==> src/common/glue_defs.svh <==
//========================================
// Glue widths and constants
//========================================
`ifndef GLUE_DEFS_SVH
`define GLUE_DEFS_SVH

// Bus widths
`define GLUE_MGMT_DATA_W    32
`define GLUE_MGMT_ADDR_W    16
`define GLUE_HDD_WORD_W     16
`define GLUE_REQ_W          8

// Framebuffer constants
`define GLUE_FB_BASE_PREFIX 10'b0011111110
`define GLUE_FMT_8BPP       3'd3
`define GLUE_FMT_16BPP      3'd4
`define GLUE_FMT_24BPP      3'd5
`define GLUE_FB_WIDTH_24BPP 12'd640
`define GLUE_F60_MIN_WIDTH  12'd800

// Reset pulse length in clk_sys cycles
`define GLUE_RST_STRETCH    8

// Joystick step and core clock rates in Hz
`define GLUE_JOY_STEP       32'd40000
`define GLUE_RATE_0         32'd90000000
`define GLUE_RATE_1         32'd100000000
`define GLUE_RATE_2         32'd15000000
`define GLUE_RATE_3         32'd30000000
`define GLUE_RATE_4         32'd56250000

// Roughly 50 ms of LED afterglow at 90 MHz
`define GLUE_LED_HOLD       4500000

`endif
==> src/common/glue_pkg.sv <==
//========================================
// Shared glue types
//========================================
`include "glue_defs.svh"

package glue_pkg;

	typedef logic [`GLUE_MGMT_DATA_W-1:0] mgmt_word_t;
	typedef logic [`GLUE_HDD_WORD_W-1:0]  hdd_word_t;
	typedef logic [2:0]                   speed_t;

	// Host option bits
	typedef struct packed {
		logic   reset_req;
		logic   vsync_variable;
		logic   rgb_order;
		logic   fmt_565;
		speed_t speed;
		logic   mem_small;
	} glue_opts_t;

	// Video mode as reported by the core
	typedef struct packed {
		logic [19:0] start_addr;
		logic [8:0]  width;
		logic [8:0]  stride;
		logic [10:0] height;
		logic [3:0]  flags;
		logic        off;
	} vga_mode_t;

	typedef struct packed {
		logic        en;
		logic [4:0]  format;
		logic [11:0] width;
		logic [11:0] height;
		logic [31:0] base;
		logic [13:0] stride;
		logic        force_blank;
	} fb_desc_t;

	typedef struct packed {
		logic [7:0]  addr;
		logic [23:0] data;
		logic        we;
	} pal_wr_t;

endpackage

==> src/hdl/pc_glue_top.sv <==
`timescale 1ns/1ps
//========================================
// PC core board glue
//========================================
`include "glue_defs.svh"

module pc_glue_top
	import glue_pkg::*;
#(
	parameter int LED_HOLD = `GLUE_LED_HOLD
) (
	input  logic                         clk_sys,
	input  logic                         RESET,
	input  glue_opts_t                   opts,
	input  logic                         user_button,
	input  logic                         kbc_reset_n,

	// Host side
	input  logic                         host_rd,
	input  logic                         host_wr,
	input  logic [`GLUE_MGMT_ADDR_W-1:0] host_addr,
	input  mgmt_word_t                   host_dout,
	output mgmt_word_t                   host_din,
	output logic                         io_wait,

	// Core management bus
	output logic                         mgmt_rd,
	output logic                         mgmt_we,
	output logic [`GLUE_MGMT_ADDR_W-1:0] mgmt_addr,
	output mgmt_word_t                   mgmt_dout,
	input  logic                         mgmt_wait,
	input  logic                         mgmt_valid,
	input  mgmt_word_t                   mgmt_data,

	// Disk data
	input  logic                         hdd_read,
	input  logic                         hdd_write,
	input  hdd_word_t                    hdd_wdata,
	output hdd_word_t                    hdd_rdata,
	input  hdd_word_t [1:0]              unit_rdata,
	output logic [1:0]                   unit_read,
	output logic [1:0]                   unit_write,
	output hdd_word_t                    unit_wdata,
	input  logic [`GLUE_REQ_W-1:0]       req,

	// Video
	input  vga_mode_t                    vga_mode,
	input  logic [7:0]                   pal_a,
	input  logic [17:0]                  pal_d,
	input  logic                         pal_we,
	output fb_desc_t                     fb_desc,
	output pal_wr_t                      pal_wr,
	output logic                         f60_lock,

	output logic                         sys_reset,
	output logic                         cpu_reset,
	output logic                         mem_cfg,
	output logic [31:0]                  clock_rate,
	output logic                         joy_clk,
	output logic                         led_disk,
	output logic                         led_floppy
);

	//========================================
	// Input side
	//========================================
	assign mgmt_addr = host_addr;
	assign mgmt_dout = host_dout;

	mgmt_bridge mgmt_bridge_inst (
		.clk_sys    (clk_sys),
		.RESET      (RESET),
		.host_rd    (host_rd),
		.host_wr    (host_wr),
		.mgmt_wait  (mgmt_wait),
		.mgmt_valid (mgmt_valid),
		.mgmt_data  (mgmt_data),
		.mgmt_rd    (mgmt_rd),
		.mgmt_we    (mgmt_we),
		.host_din   (host_din),
		.io_wait    (io_wait)
	);

	// Low address bit picks the disk unit
	hdd_route hdd_route_inst (
		.clk_sys    (clk_sys),
		.sel        (mgmt_addr[0]),
		.hdd_read   (hdd_read),
		.hdd_write  (hdd_write),
		.hdd_wdata  (hdd_wdata),
		.unit_rdata (unit_rdata),
		.unit_read  (unit_read),
		.unit_write (unit_write),
		.unit_wdata (unit_wdata),
		.hdd_rdata  (hdd_rdata)
	);

	//========================================
	// Processing
	//========================================
	reset_seq reset_seq_inst (
		.clk_sys     (clk_sys),
		.RESET       (RESET),
		.opts        (opts),
		.user_button (user_button),
		.kbc_reset_n (kbc_reset_n),
		.sys_reset   (sys_reset),
		.cpu_reset   (cpu_reset),
		.mem_cfg     (mem_cfg)
	);

	fb_descriptor fb_descriptor_inst (
		.clk_sys  (clk_sys),
		.RESET    (RESET),
		.vga_mode (vga_mode),
		.opts     (opts),
		.pal_a    (pal_a),
		.pal_d    (pal_d),
		.pal_we   (pal_we),
		.fb_desc  (fb_desc),
		.pal_wr   (pal_wr),
		.f60_lock (f60_lock)
	);

	joy_clock_gen joy_clock_gen_inst (
		.clk_sys    (clk_sys),
		.RESET      (RESET),
		.speed      (opts.speed),
		.clock_rate (clock_rate),
		.joy_clk    (joy_clk)
	);

	//========================================
	// Output side
	//========================================
	// Bits 5:0 are the two disk units, 7:6 the floppy
	activity_led #(.HOLD_CYCLES(LED_HOLD)) led_disk_inst (
		.clk_sys  (clk_sys),
		.RESET    (RESET),
		.activity (|req[5:0]),
		.led      (led_disk)
	);

	activity_led #(.HOLD_CYCLES(LED_HOLD)) led_floppy_inst (
		.clk_sys  (clk_sys),
		.RESET    (RESET),
		.activity (|req[7:6]),
		.led      (led_floppy)
	);

endmodule

==> src/hdl/activity_led.sv <==
`timescale 1ns/1ps
//========================================
// LED pulse stretcher
//========================================
`include "glue_defs.svh"

module activity_led #(
	parameter int HOLD_CYCLES = `GLUE_LED_HOLD
) (
	input  logic clk_sys,
	input  logic RESET,
	input  logic activity,
	output logic led
);

	localparam int CNT_W = $clog2(HOLD_CYCLES + 1);

	logic [CNT_W-1:0] cnt;

	// Any new activity restarts the hold time
	always_ff @(posedge clk_sys) begin
		if (RESET) begin
			cnt <= '0;
		end else if (activity) begin
			cnt <= HOLD_CYCLES[CNT_W-1:0];
		end else if (cnt != '0) begin
			cnt <= cnt - 1'b1;
		end
	end

	assign led = (cnt != '0);

endmodule

==> src/hdl/joy_clock_gen.sv <==
`timescale 1ns/1ps
//========================================
// Joystick sampling clock
//========================================
`include "glue_defs.svh"

module joy_clock_gen
	import glue_pkg::*;
(
	input  logic        clk_sys,
	input  logic        RESET,
	input  speed_t      speed,
	output logic [31:0] clock_rate,
	output logic        joy_clk
);

	logic [31:0] acc;
	logic [31:0] acc_sum;

	// Unused speed codes fall back to the first rate
	always_ff @(posedge clk_sys) begin
		case (speed)
			3'd1:    clock_rate <= `GLUE_RATE_1;
			3'd2:    clock_rate <= `GLUE_RATE_2;
			3'd3:    clock_rate <= `GLUE_RATE_3;
			3'd4:    clock_rate <= `GLUE_RATE_4;
			default: clock_rate <= `GLUE_RATE_0;
		endcase
	end

	assign acc_sum = acc + `GLUE_JOY_STEP;

	// Toggles at step/rate times the clk_sys rate
	always_ff @(posedge clk_sys) begin
		if (RESET) begin
			acc     <= '0;
			joy_clk <= 1'b0;
		end else if (acc_sum >= clock_rate) begin
			acc     <= acc_sum - clock_rate;
			joy_clk <= ~joy_clk;
		end else begin
			acc <= acc_sum;
		end
	end

endmodule

==> src/video/fb_descriptor.sv <==
`timescale 1ns/1ps
//========================================
// Framebuffer descriptor
//========================================
`include "glue_defs.svh"

module fb_descriptor
	import glue_pkg::*;
(
	input  logic       clk_sys,
	input  logic       RESET,
	input  vga_mode_t  vga_mode,
	input  glue_opts_t opts,
	input  logic [7:0] pal_a,
	input  logic [17:0] pal_d,
	input  logic       pal_we,
	output fb_desc_t   fb_desc,
	output pal_wr_t    pal_wr,
	output logic       f60_lock
);

	logic [1:0] depth;
	logic       text;
	logic       dscan;
	logic [2:0] fmt_lo;
	fb_desc_t   desc_next;

	assign depth = vga_mode.flags[1:0];
	assign text  = vga_mode.flags[2];
	assign dscan = vga_mode.flags[3];

	// Repeat the top bits to fill 8 bits
	function automatic logic [7:0] widen6(input logic [5:0] c);
		return {c, c[5:4]};
	endfunction

	always_comb begin
		case (depth)
			2'd3:    fmt_lo = `GLUE_FMT_24BPP;
			2'd2:    fmt_lo = `GLUE_FMT_16BPP;
			default: fmt_lo = `GLUE_FMT_8BPP;
		endcase

		desc_next.en     = ~text && (depth != 2'd0);
		// Bit 3 picks 1555 over 565, bit 4 picks BGR over RGB
		desc_next.format = {~opts.rgb_order, ~opts.fmt_565, fmt_lo};
		if (depth == 2'd3) begin
			desc_next.width = `GLUE_FB_WIDTH_24BPP;
		end else if (text) begin
			desc_next.width = {1'b0, vga_mode.width, 2'b00};
		end else begin
			desc_next.width = {vga_mode.width, 3'b000};
		end
		desc_next.height      = dscan ? {2'b00, vga_mode.height[10:1]} : {1'b0, vga_mode.height};
		desc_next.base        = {`GLUE_FB_BASE_PREFIX, vga_mode.start_addr, 2'b00};
		desc_next.stride      = {2'b00, vga_mode.stride, 3'b000};
		desc_next.force_blank = vga_mode.off;
	end

	always_ff @(posedge clk_sys) begin
		fb_desc <= desc_next;
		if (RESET) begin
			fb_desc.en <= 1'b0;
		end
	end

	// Lock to 60 Hz for framebuffer modes and wide screens
	always_ff @(posedge clk_sys) begin
		if (RESET) begin
			f60_lock <= 1'b0;
		end else begin
			f60_lock <= ~opts.vsync_variable | fb_desc.en |
				(fb_desc.width >= `GLUE_F60_MIN_WIDTH);
		end
	end

	// 18-bit palette entry widened to 24 bits without a register
	always_comb begin
		pal_wr.addr = pal_a;
		pal_wr.data = {widen6(pal_d[17:12]), widen6(pal_d[11:6]), widen6(pal_d[5:0])};
		pal_wr.we   = pal_we;
	end

endmodule

==> src/hdl/reset_seq.sv <==
`timescale 1ns/1ps
//========================================
// Reset sequencer
//========================================
`include "glue_defs.svh"

module reset_seq
	import glue_pkg::*;
(
	input  logic       clk_sys,
	input  logic       RESET,
	input  glue_opts_t opts,
	input  logic       user_button,
	input  logic       kbc_reset_n,
	output logic       sys_reset,
	output logic       cpu_reset,
	output logic       mem_cfg
);

	localparam int STRETCH = `GLUE_RST_STRETCH;

	logic [STRETCH-1:0] rst_q;
	logic               req_d1;
	logic               req_d2;
	logic               init_done;
	logic               cpu_rst_q;
	logic               req_rise;

	assign req_rise = req_d1 & ~req_d2;

	always_ff @(posedge clk_sys) begin
		if (RESET) begin
			req_d1    <= 1'b0;
			req_d2    <= 1'b0;
			rst_q     <= '0;
			init_done <= 1'b0;
			cpu_rst_q <= 1'b0;
		end else begin
			req_d1    <= opts.reset_req;
			req_d2    <= req_d1;
			cpu_rst_q <= user_button | opts.reset_req | ~kbc_reset_n;
			// Ones drain out of the top bit one per cycle
			if (req_rise) begin
				rst_q     <= '1;
				init_done <= 1'b1;
			end else begin
				rst_q <= {rst_q[STRETCH-2:0], 1'b0};
			end
		end
	end

	// Held in reset until the host asks for the first one
	assign sys_reset = rst_q[STRETCH-1] | ~init_done;
	assign cpu_reset = cpu_rst_q | sys_reset;

	// Memory size only changes while the CPU is held
	always_ff @(posedge clk_sys) begin
		if (cpu_reset) begin
			mem_cfg <= opts.mem_small;
		end
	end

endmodule

==> src/mgmt/hdd_route.sv <==
`timescale 1ns/1ps
//========================================
// Disk data routing
//========================================

module hdd_route
	import glue_pkg::*;
(
	input  logic            clk_sys,
	input  logic            sel,
	input  logic            hdd_read,
	input  logic            hdd_write,
	input  hdd_word_t       hdd_wdata,
	input  hdd_word_t [1:0] unit_rdata,
	output logic [1:0]      unit_read,
	output logic [1:0]      unit_write,
	output hdd_word_t       unit_wdata,
	output hdd_word_t       hdd_rdata
);

	// Index 0 is the primary unit, 1 the secondary
	always_ff @(posedge clk_sys) begin
		unit_read  <= {hdd_read & sel, hdd_read & ~sel};
		unit_write <= {hdd_write & sel, hdd_write & ~sel};
		// Both units see the same write word
		unit_wdata <= hdd_wdata;
		hdd_rdata  <= unit_rdata[sel];
	end

endmodule

==> src/mgmt/mgmt_bridge.sv <==
`timescale 1ns/1ps
//========================================
// Host to management bus bridge
//========================================

module mgmt_bridge
	import glue_pkg::*;
(
	input  logic       clk_sys,
	input  logic       RESET,
	input  logic       host_rd,
	input  logic       host_wr,
	input  logic       mgmt_wait,
	input  logic       mgmt_valid,
	input  mgmt_word_t mgmt_data,
	output logic       mgmt_rd,
	output logic       mgmt_we,
	output mgmt_word_t host_din,
	output logic       io_wait
);

	// Later assignments in this block take priority
	always_ff @(posedge clk_sys) begin
		if (!mgmt_wait) begin
			mgmt_rd <= 1'b0;
			mgmt_we <= 1'b0;
		end
		if (host_rd) begin
			mgmt_rd <= 1'b1;
		end
		if (host_wr) begin
			mgmt_we <= 1'b1;
		end

		// Read ends with valid data, write ends once accepted
		if (mgmt_valid || (!mgmt_wait && mgmt_we)) begin
			io_wait <= 1'b0;
		end
		if (host_rd || host_wr) begin
			io_wait <= 1'b1;
		end

		if (RESET) begin
			mgmt_rd <= 1'b0;
			mgmt_we <= 1'b0;
			io_wait <= 1'b0;
		end
	end

	// Read data capture
	always_ff @(posedge clk_sys) begin
		if (mgmt_valid) begin
			host_din <= mgmt_data;
		end
	end

endmodule

==> config.mk <==
export PLATFORM = sky130hd
export DESIGN_NAME = pc_glue_top
export DESIGN_NICKNAME = d
export VERILOG_FILES = /design/src/common/glue_pkg.sv /design/src/hdl/pc_glue_top.sv /design/src/hdl/activity_led.sv /design/src/hdl/joy_clock_gen.sv /design/src/video/fb_descriptor.sv /design/src/hdl/reset_seq.sv /design/src/mgmt/hdd_route.sv /design/src/mgmt/mgmt_bridge.sv
export VERILOG_INCLUDE_DIRS = /design/src /design/src/common
export SDC_FILE = /design/constraint.sdc
export NUM_CORES = 1
export LEC_CHECK = 0
export BUFFER_PORTS_ARGS = -buffer_cell sky130_fd_sc_hd__buf_2
export CAP_MARGIN = 20
export CORE_AREA = 2 2 193 195
export DETAILED_ROUTE_END_ITERATION = 16
export DIE_AREA = 0 0 195 197
export PLACE_DENSITY_LB_ADDON = 0.3
export SLEW_MARGIN = 40
export SYNTH_ARGS = -nofsm -noshare
export SYNTH_HDL_FRONTEND = slang
export SYNTH_SLANG_ARGS = --single-unit
==> constraint.sdc <==
create_clock -name clk_sys -period 7.1 [get_ports clk_sys]
set_input_delay 0.71 -clock clk_sys [delete_from_list [all_inputs] [get_ports clk_sys]]
set_output_delay 0.71 -clock clk_sys [all_outputs]
set_load 0.01 [all_outputs]
# == Word level (Yosys, flattened, before mapping) ==
# Cells that the tools add are included.
# totals
ramBits,0
mem_bits_ro,0
wordCells,101
input_bits,235
register_bits,251
memories,0
out_inout_bits,268
latchBits,0
# op_classes
add_sub_neg,4
n_eq_ne,8
n_div,0
n_reduce_logical,17
n_mul,0
shifts,0
bitwise,20
mux,17
n_lt_le_gt_ge,3
# op_table
operator,count
case mux 27 bit (4 select lines),1
2-to-1 mux 23 bit,4
nonzero test 23 bit,2
"subtractor 23 x 1 -> 23 bit, second input constant",2
"adder 32 x 16 -> 32 bit, second input constant",1
greater-or-equal comparator 32 x 27 -> 1 bit,1
2-to-1 mux 16 bit,2
2-to-1 mux 32 bit,1
subtractor 32 x 27 -> 32 bit,1
"greater-or-equal comparator 12 x 10 -> 1 bit, second input constant",1
2-to-1 mux 11 bit,1
2-to-1 mux 10 bit,1
NOT 1 bit,9
2-to-1 mux 8 bit,1
nonzero test 2 bit,4
OR reduction 7 bit,1
"equality test 3 x 2 -> 1 bit, second input constant",2
bitwise OR 1 bit,6
case mux 3 bit (2 select lines),1
OR reduction 2 bit,3
OR reduction 6 bit,1
bitwise AND 1 bit,5
2-to-1 mux 1 bit,5
"equality test 2 bit, second input constant",2
8 further kinds,11

# == Logic depth before layout (Yosys ltp) ==
# Gate-level depths: netlist of the first run.
# depth
ltp_word,5
mapped_depth,17
depth_no_buf,15

# == Cells and area by module ==
# From an unflattened synthesis of the first run, not the netlist that was laid out.
# hier_totals
cells_unflattened,1042
area_unflattened_um2,10381.2
# modules_own_cells
mod,seq_area_each_um2,cells_per_inst,instances,area_each_um2
joy_clock_gen,820.8,396,1,3116.7
activity_led,460.4,148,2,1223.7
fb_descriptor,1161.1,158,1,1926.8
mgmt_bridge,1021.0,43,1,1061.0
hdd_route,720.7,58,1,1008.5
reset_seq,270.3,39,1,440.4
pc_glue_top,0.0,52,1,380.4

# == Worst setup path before layout of the first run ==
# No wires, ideal clock.
# synth_timing
kind,register to register
startpoint,register joy_clock_gen_inst.acc[6]
endpoint,register joy_clock_gen_inst.acc[31]
path_stages_with_launch,14
setup_slack_ps,3854
path_buffers,0
synth_period_minus_slack_ps,3246
setup_time_ps,135
required_time_ps,6965
arrival_ps,3111
cell_sequence,dfxtp_1 > ha_1 > nand3_2 > a21o_4 > xnor2_1 > ha_1 > a21o_1 > a21o_1 > a2111oi_0 > o31ai_1 > a31o_2 > a221oi_4 > nand4_1 > nor3b_2
# synth_between
elab_chain_len,3
word_cells_on_any_way,4
cone_classes,add/sub (2); order compare (1); mux (1)
# synth_lines
element,line_no,rtl
start: declaration,joy_clock_gen.sv:17,logic [31:0] acc;
start signal: assignment,joy_clock_gen.sv:39,acc <= acc_sum - clock_rate;
start signal: assignment,joy_clock_gen.sv:42,acc <= acc_sum;
adder 32 x 16 -> 32 bit (no source line) *,n/a,
subtractor 32 x 27 -> 32 bit or greater-or-equal comparator 32 x 27 -> 1 bit (tied branches),"joy_clock_gen.sv:39, joy_clock_gen.sv:38",
2-to-1 mux 32 bit *,joy_clock_gen.sv:38,end else if (acc_sum >= clock_rate) begin
# Every way passes the cells marked *; elsewhere a longest branch is shown, timed or not.
# A chain may end at the register's enable or synchronous reset.

# == Worst setup path after layout of the first run ==
# layout_timing
startpoint,register joy_clock_gen_inst.acc[6]
endpoint,register joy_clock_gen_inst.acc[7]
# Same word-level chain as after synthesis.

==> impl_results.md, run 1 <==
- Cells after Synth: 946
- Via count: 7151
- Top-count cell post-synth: dfxtp_1
- Clock sink count: 229
- Period minus WS final: 4.066 ns
- Clock Root Buffer: clkbuf_16
- Max Freq: approximately 250 MHz
- Mapped Area: 9942 um2
- Cell mode on critical path: ha_1
- CP max stage delay: ~0.41 ns
- Post-DP HPWL: 18180 um
- Total of flip-flops plus latches after synthesis: 229
- Global-route wire length before repair: 36890 um
- Peak supply drop: ~0.00016 V
- Final Max Tran Viols: 0
- Largest net degree at the start of global routing: 50
- Area of the multi-input gates: 4016 um2
- Worst-margin pin slew: 0.7402 ns
- Worst r2r src: joy_clock_gen_inst.acc[6]
- Synth top area cells: dfxtp_1 39%, edfxtp_1 10%, buf_4 9.1%
- CTS resizes: 0
- Worst-Skew Late Latency: 0.56 ns
- RePlAce Congestion: around 0.78
- CTS tree: done
- Drt pass-1 iters: 4
- Layout area overhead: 22.49%
- Cell row count: 70
- Setup TNS: 0 ns
- Chip width: 195 um
- Fillers: 3740
- Cell family with most CP delay: simple AND/OR/NAND/NOR gates
- Buf/Inv on CP: 1
- # hold bufs at CTS: 0
- Count of yosys warnings during synthesis: 0
- Number of global-route vias before repair: ~7100
- Yosys top cell by area: dfxtp_1
- Clock slew at reported path FFs: 0.06 ns
- R2R Path End: joy_clock_gen_inst.acc[7]
- Placeable core area: 36260 um2
- Worst path slowest cell: buf_4
- Final net count: 1445
- Initial core utilization: 0.2742
- Share of post-route cells with drive strength above 1: 0.3521
- Clock Tree Buf Depth: 3
- Asr flop ratio synth: 0
- # diodes: 0
- Critical Path Fanout Max: 21
- Initial antenna violation count: 0
- Pwr per Cell Area: 352.3 nW/um2
- DIE AREA: approximately 38000 um2
- Post-CTS setup buffers: 0
- Crit Path Class: reg2reg
- Cts bufs inserted: 27
- Register area: 4915 um2
- Max-cap violations: 0
- Gr ovfl total: 0
- Routed length per placed instance: around 14 um
- Final wirelength: 23960 um
- Final Cycle Share: 0.5727
- PortBufs: 315
- Hold WS: around 0.26 ns
- Netlist cell types: 75
- R2r setup slk: 3.03 ns
- Startpoint Class: register
- Endpoints failing setup: 0
- Clock Skews: around 0.015 ns
- Initial DRC count: 231
- Min-delay src: hdd_wdata[11]
- Die Ht: 197 um
- Final Hold Viols: 0
- R2R depth: 15
- Unrepaired setup endpoints after global routing: false
- IO Pins: 503
- Commonest cells in the netlist: 196 x dfxtp_1, 121 x buf_4, 84 x nor2_1, 45 x a21oi_1, 44 x xnor2_1
- CP Capture Type: register
- WHS Endpoint: hdd_route_inst.unit_wdata[11]
- Hold Path Stages: 1
- Hold Crit Class: in2reg
- Vias per cell: 4.269
- Post-synth top flop: dfxtp_1
- Critical Path, Cell by Cell: ha_1 -> nand3_2 -> a21oi_1 -> and3_1 -> xor2_1 -> ha_1 -> nand3_1 -> nor4_1 -> nor4b_1 -> o2111ai_1 -> o2111a_1 -> o21ai_4 -> buf_4 -> mux2i_1 -> nor2_1
- Relative slew slack: 0.5013
- Sequential area share after synthesis: 0.4943
- Post-synth top area share: 0.3947
- Critical Path RT: 7.51 ns
- Antenna viol nets, final: 0
- Status: finished, final reports clean
- Syn Area/Cell: 10.51 um2
- EDFF count, synth: 33
- Crit path DAT: 4.48 ns
- All-Layer GR Usage: 0.1191
- # DRC: 0
- H-tree levels: 1
- Pleak: 5.518 nW
==> metal layers <==
| metal | global-route usage | part of all wire | vias up |
|---|---|---|---|
| met3 | 0.04500 | 0.092 | 35 |
| met1 | 0.1403 | 0.42 | 3243 |
| met4 | 0.03647 | 0.019 | 0 |
| li1 | - | - | 3589 |
| met5 | 0 | 0 | - |
| met2 | 0.2011 | 0.47 | 284 |
==> layout make-up <==
class / count / share of cell area
Tap cell: 468 / 0.04808
Sequential cell: 229 / 0.4036
Timing Repair Buffer: 319 / 0.1319
Clock buffer: 43 / 0.06709
Multi-Input combinational cell: 574 / 0.3298
Inverter: 35 / 0.01079
Clock inverter: 7 / 0.008733
==> cells in the final DEF (no fill, tap or decap), drive strengths merged, types with 6 or more instances in the layout <==
| master | n |
|---|---|
| o21ai | 18 |
| clkbuf | 43 |
| nor2b | 15 |
| and2 | 7 |
| a211oi | 8 |
| a21oi | 46 |
| xnor2 | 44 |
| ha | 24 |
| nand2 | 39 |
| nand2b | 13 |
| nor2 | 84 |
| or4 | 6 |
| edfxtp | 33 |
| mux2i | 24 |
| nor3 | 20 |
| xor2 | 32 |
| dfxtp | 196 |
| nand3 | 17 |
| nor4 | 13 |
| inv | 36 |
| a21o | 17 |
| conb | 33 |
| and3 | 9 |
| or3 | 7 |
| mux2 | 26 |
| nand4 | 14 |
| or2 | 6 |
| buf | 319 |
==> worst max-delay path by stage <==
stage | start | to | cells past startpoint
floorplan | joy_clock_gen_inst.acc[6] | joy_clock_gen_inst.acc[31] | 13
global placement | joy_clock_gen_inst.acc[8] | joy_clock_gen_inst.acc[18] | 13
detailed placement | joy_clock_gen_inst.acc[6] | joy_clock_gen_inst.acc[31] | 15
CTS | joy_clock_gen_inst.acc[6] | joy_clock_gen_inst.acc[7] | 15
global route | joy_clock_gen_inst.acc[6] | joy_clock_gen_inst.acc[7] | 16
finish | joy_clock_gen_inst.acc[6] | joy_clock_gen_inst.acc[7] | 15
==> per-stage QoR <==
step	util	setup slack [ns]	total power (W)	cells	cell area, um2
finish	0.3359	3.034	0.004290	1675	12180
global route	0.3359	2.588	0.004563	1675	12180
CTS	0.3359	3.023	0.004352	1675	12180
detailed placement	0.3104	3.031	0.002901	1625	11250
global placement	0.3104	3.151	0.002899	1625	11250
floorplan	-	3.854	0.002635	977	10060
==> sequential cells by signal (all words and copies together), names as in the netlist, 2 cells and up <==
name	flops
hdd_route_inst.unit_read	2
fb_descriptor_inst.fb_desc	57
led_disk_inst.cnt	23
hdd_route_inst.hdd_rdata	16
joy_clock_gen_inst.clock_rate	12
reset_seq_inst.rst_q	8
joy_clock_gen_inst.acc	28
hdd_route_inst.unit_wdata	16
mgmt_bridge_inst.host_din	32
led_floppy_inst.cnt	23
hdd_route_inst.unit_write	2
==> cells by family after synthesis <==
| family | Yosys count | synth area share |
|---|---|---|
| and+or+nand+nor | 268 | 0.1493 |
| DFF | 229 | 0.4943 |
| buffers and inverters | 174 | 0.1141 |
| AOI/OAI and AO/OA | 123 | 0.08998 |
| xor gates and xnor gates | 76 | 0.06771 |
| muxes | 50 | 0.05361 |
| adders and majority gates | 24 | 0.03020 |
| other | 2 | 0.0007554 |
==> power breakdown <==
part | internal (W) | switching, W | leakage [nW]
Combinational | 0.000565 | 0.000756 | 3.11
Clock | 0.000863 | 0.000551 | 0.453
Sequential | 0.00145 | 0.000101 | 1.96
Total | 0.00288 | 0.00141 | 5.52
Note: power is estimated with default switching activity, not from simulation.
==> run 2: changes to the inputs <==
- clock period: 7.1 -> 4 ns (I/O delays scaled with it)
==> impl_results.md, run 2 (same netlist as run 1, synthesis figures left out) <==
- Status: finished, final reports clean
- DP Area: 11330 um2 (+0.71%)
- Final wirelength: 25300 um (+5.6%)
- Drt pass-1 iters: 4 (unchanged)
- Global-route wire length before repair: 38900 um (+5.5%)
- Setup TNS: 0 ns (unchanged)
- IO Pins: 503 (unchanged)
- R2r setup slk: 0.28 ns (-2.75 ns)
- Final worst slack: 0.2836 ns (-2.750 ns)
- Max Freq: 269.1 MHz (+9.4%)
- Layout area overhead: 31.31%
- Number of global-route vias before repair: 7629 (+7.9%)
- Max FFs per register: 57 (unchanged)
- Hold Crit Class: in2reg
- Unrepaired setup endpoints after global routing: false
- Critical Path RT: 4.42 ns (-3.09 ns)
- Die Ht: 197 um (unchanged)
- Dpl ws: 0.3431 ns (-2.688 ns)
- Antenna viol nets, final: 0 (unchanged)
- Initial DRC count: 247 (+6.9%)
- Final net count: 1532 (+6.0%)
- Final Cycle Share: 0.9291 (+0.3564)
- Pwr Total: 0.007773 W (+81%)
- Clock Skews: 0.01033 ns (-0.005088 ns)
- DIE AREA: 38420 um2 (unchanged)
- Gr ovfl total: 0 (unchanged)
- All-Layer GR Usage: 0.1253 (+0.006153)
- Critical Path Fanout Max: 6 (-71%)
- CTS tree: done
- Largest net degree at the start of global routing: 49 (-2.0%)
- Placeable core area: 36260 um2 (unchanged)
- Startpoint Class: register
- Chip width: 195 um (unchanged)
- Routed length per placed instance: 14.36 um (+0.37%)
- # DRC: 0 (unchanged)
- Pleak: 5.898 nW (+6.9%)
- CP Capture Type: register
- Clock Tree Buf Depth: 3 (unchanged)
- Cell area after layout: 13060 um2 (+7.2%)
- Crit Path Class: reg2reg
- Hold WS: 0.03458 ns (-0.2264 ns)
- Clock sink count: 229 (unchanged)
- Initial core utilization: 0.2742 (unchanged)
- Initial antenna violation count: 0 (unchanged)
- Relative slew slack: 0.4874 (-0.01399)
- RePlAce Congestion: 0.7964 (+1.6%)
- Vias per cell: 4.322 (+1.2%)
- Peak supply drop: 0.0004959 V (+200%)
- Clock slew at reported path FFs: 0.06 ns (about the same)
- Clock Root Buffer: clkbuf_16
- H-tree levels: 1 (unchanged)
- Pwr per Cell Area: 595.4 nW/um2 (+69%)
- Max-cap violations: 0 (unchanged)
- Period minus WS final: 3.716 ns (-0.3495 ns)
- Share of post-route cells with drive strength above 1: 0.3416 (-0.01054)
- Final Max Tran Viols: 0 (unchanged)
- Most common cell after layout, fill and taps aside: buf_2
- Via count: 7615 (+6.5%)
- Post-CTS setup buffers: 0 (unchanged)
- Worst-margin pin slew: 0.7609 ns (+0.02077 ns)
- Crit path DAT: 4.14 ns (-0.34 ns)
- Final Hold Viols: 0 (unchanged)
- Most frequent cells in the layout: 315 x buf_2, 196 x dfxtp_1, 84 x nor2_1, 78 x dlygate4sd3_1, 44 x xnor2_1
- # diodes: 0 (unchanged)
- Largest register by flop count: fb_descriptor_inst.fb_desc
- Endpoints failing setup: 0 (unchanged)
- Biggest regs: fb_descriptor_inst.fb_desc x57, mgmt_bridge_inst.host_din x32, joy_clock_gen_inst.acc x28
- Cell row count: 70 (unchanged)
- PortBufs: 315 (unchanged)
- Worst-Skew Late Latency: 0.55 ns (about the same)
- Cts bufs inserted: 27 (unchanged)
- Post-DP HPWL: 18490 um (+1.7%)
[run 2: final cells by class]
cell class,count,area [um2]
Timing Repair Buffer,406,2471
Multi-Input combinational cell,574,4024
Fill cell,3679,23200
Sequential cell,229,4915
Tap cell,468,585.6
Clock buffer,31,720.7
Inverter,35,131.4
Clock inverter,19,207.7
[run 2: stage by stage]
stage            util  std cells
3_3_place_gp   0.3126       1634
5_1_grt        0.3600       1762
6_report       0.3600       1762
2_1_floorplan       -        977
4_1_cts        0.3592       1760
3_5_place_dp   0.3126       1634
[run 2: worst paths after layout]
path                        startpoint  depth (start not counted)                            end
min                      mgmt_data[26]                          1  mgmt_bridge_inst.host_din[26]
min reg2reg    reset_seq_inst.rst_q[1]                          1        reset_seq_inst.rst_q[2]
max reg2reg  joy_clock_gen_inst.acc[6]                         13     joy_clock_gen_inst.acc[31]
max          joy_clock_gen_inst.acc[6]                         13     joy_clock_gen_inst.acc[31]
[run 2: critical path: stages, from the launching register on]
cell,delay (ns)
dfxtp_1,0.38
ha_1,0.25
nand3_2,0.18
a21o_4,0.29
xnor2_1,0.19
ha_1,0.33
a21o_1,0.20
a21o_1,0.19
a2111oi_0,0.45
o31ai_1,0.17
a31o_2,0.31
a221oi_4,0.35
nand4_1,0.13
nor3b_2,0.17
[run 2: timing repair]
action | 4_1_cts | 5_1_grt
endpoints found under the hold margin | 76 | 2
hold buffers | 76 | 2
resized for setup | 0 | 3
endpoints found under the setup margin | 0 | 5
[run 2: per-layer routing]
layer / track usage / up-vias / wire length [um]
li1: - / 3769 / -
met1: 0.1444 / 3486 / 10280
met2: 0.2143 / 313 / 12100
met3: 0.04535 / 47 / 2253
met4: 0.04382 / 0 / 656
met5: 0 / - / 0
[run 2: power breakdown]
part,internal [W],switching [W],total (W)
clock network,0.00150,0.00103,0.00253
registers,0.00258,0.000186,0.00277
logic,0.00111,0.00137,0.00248
total,0.00519,0.00258,0.00777
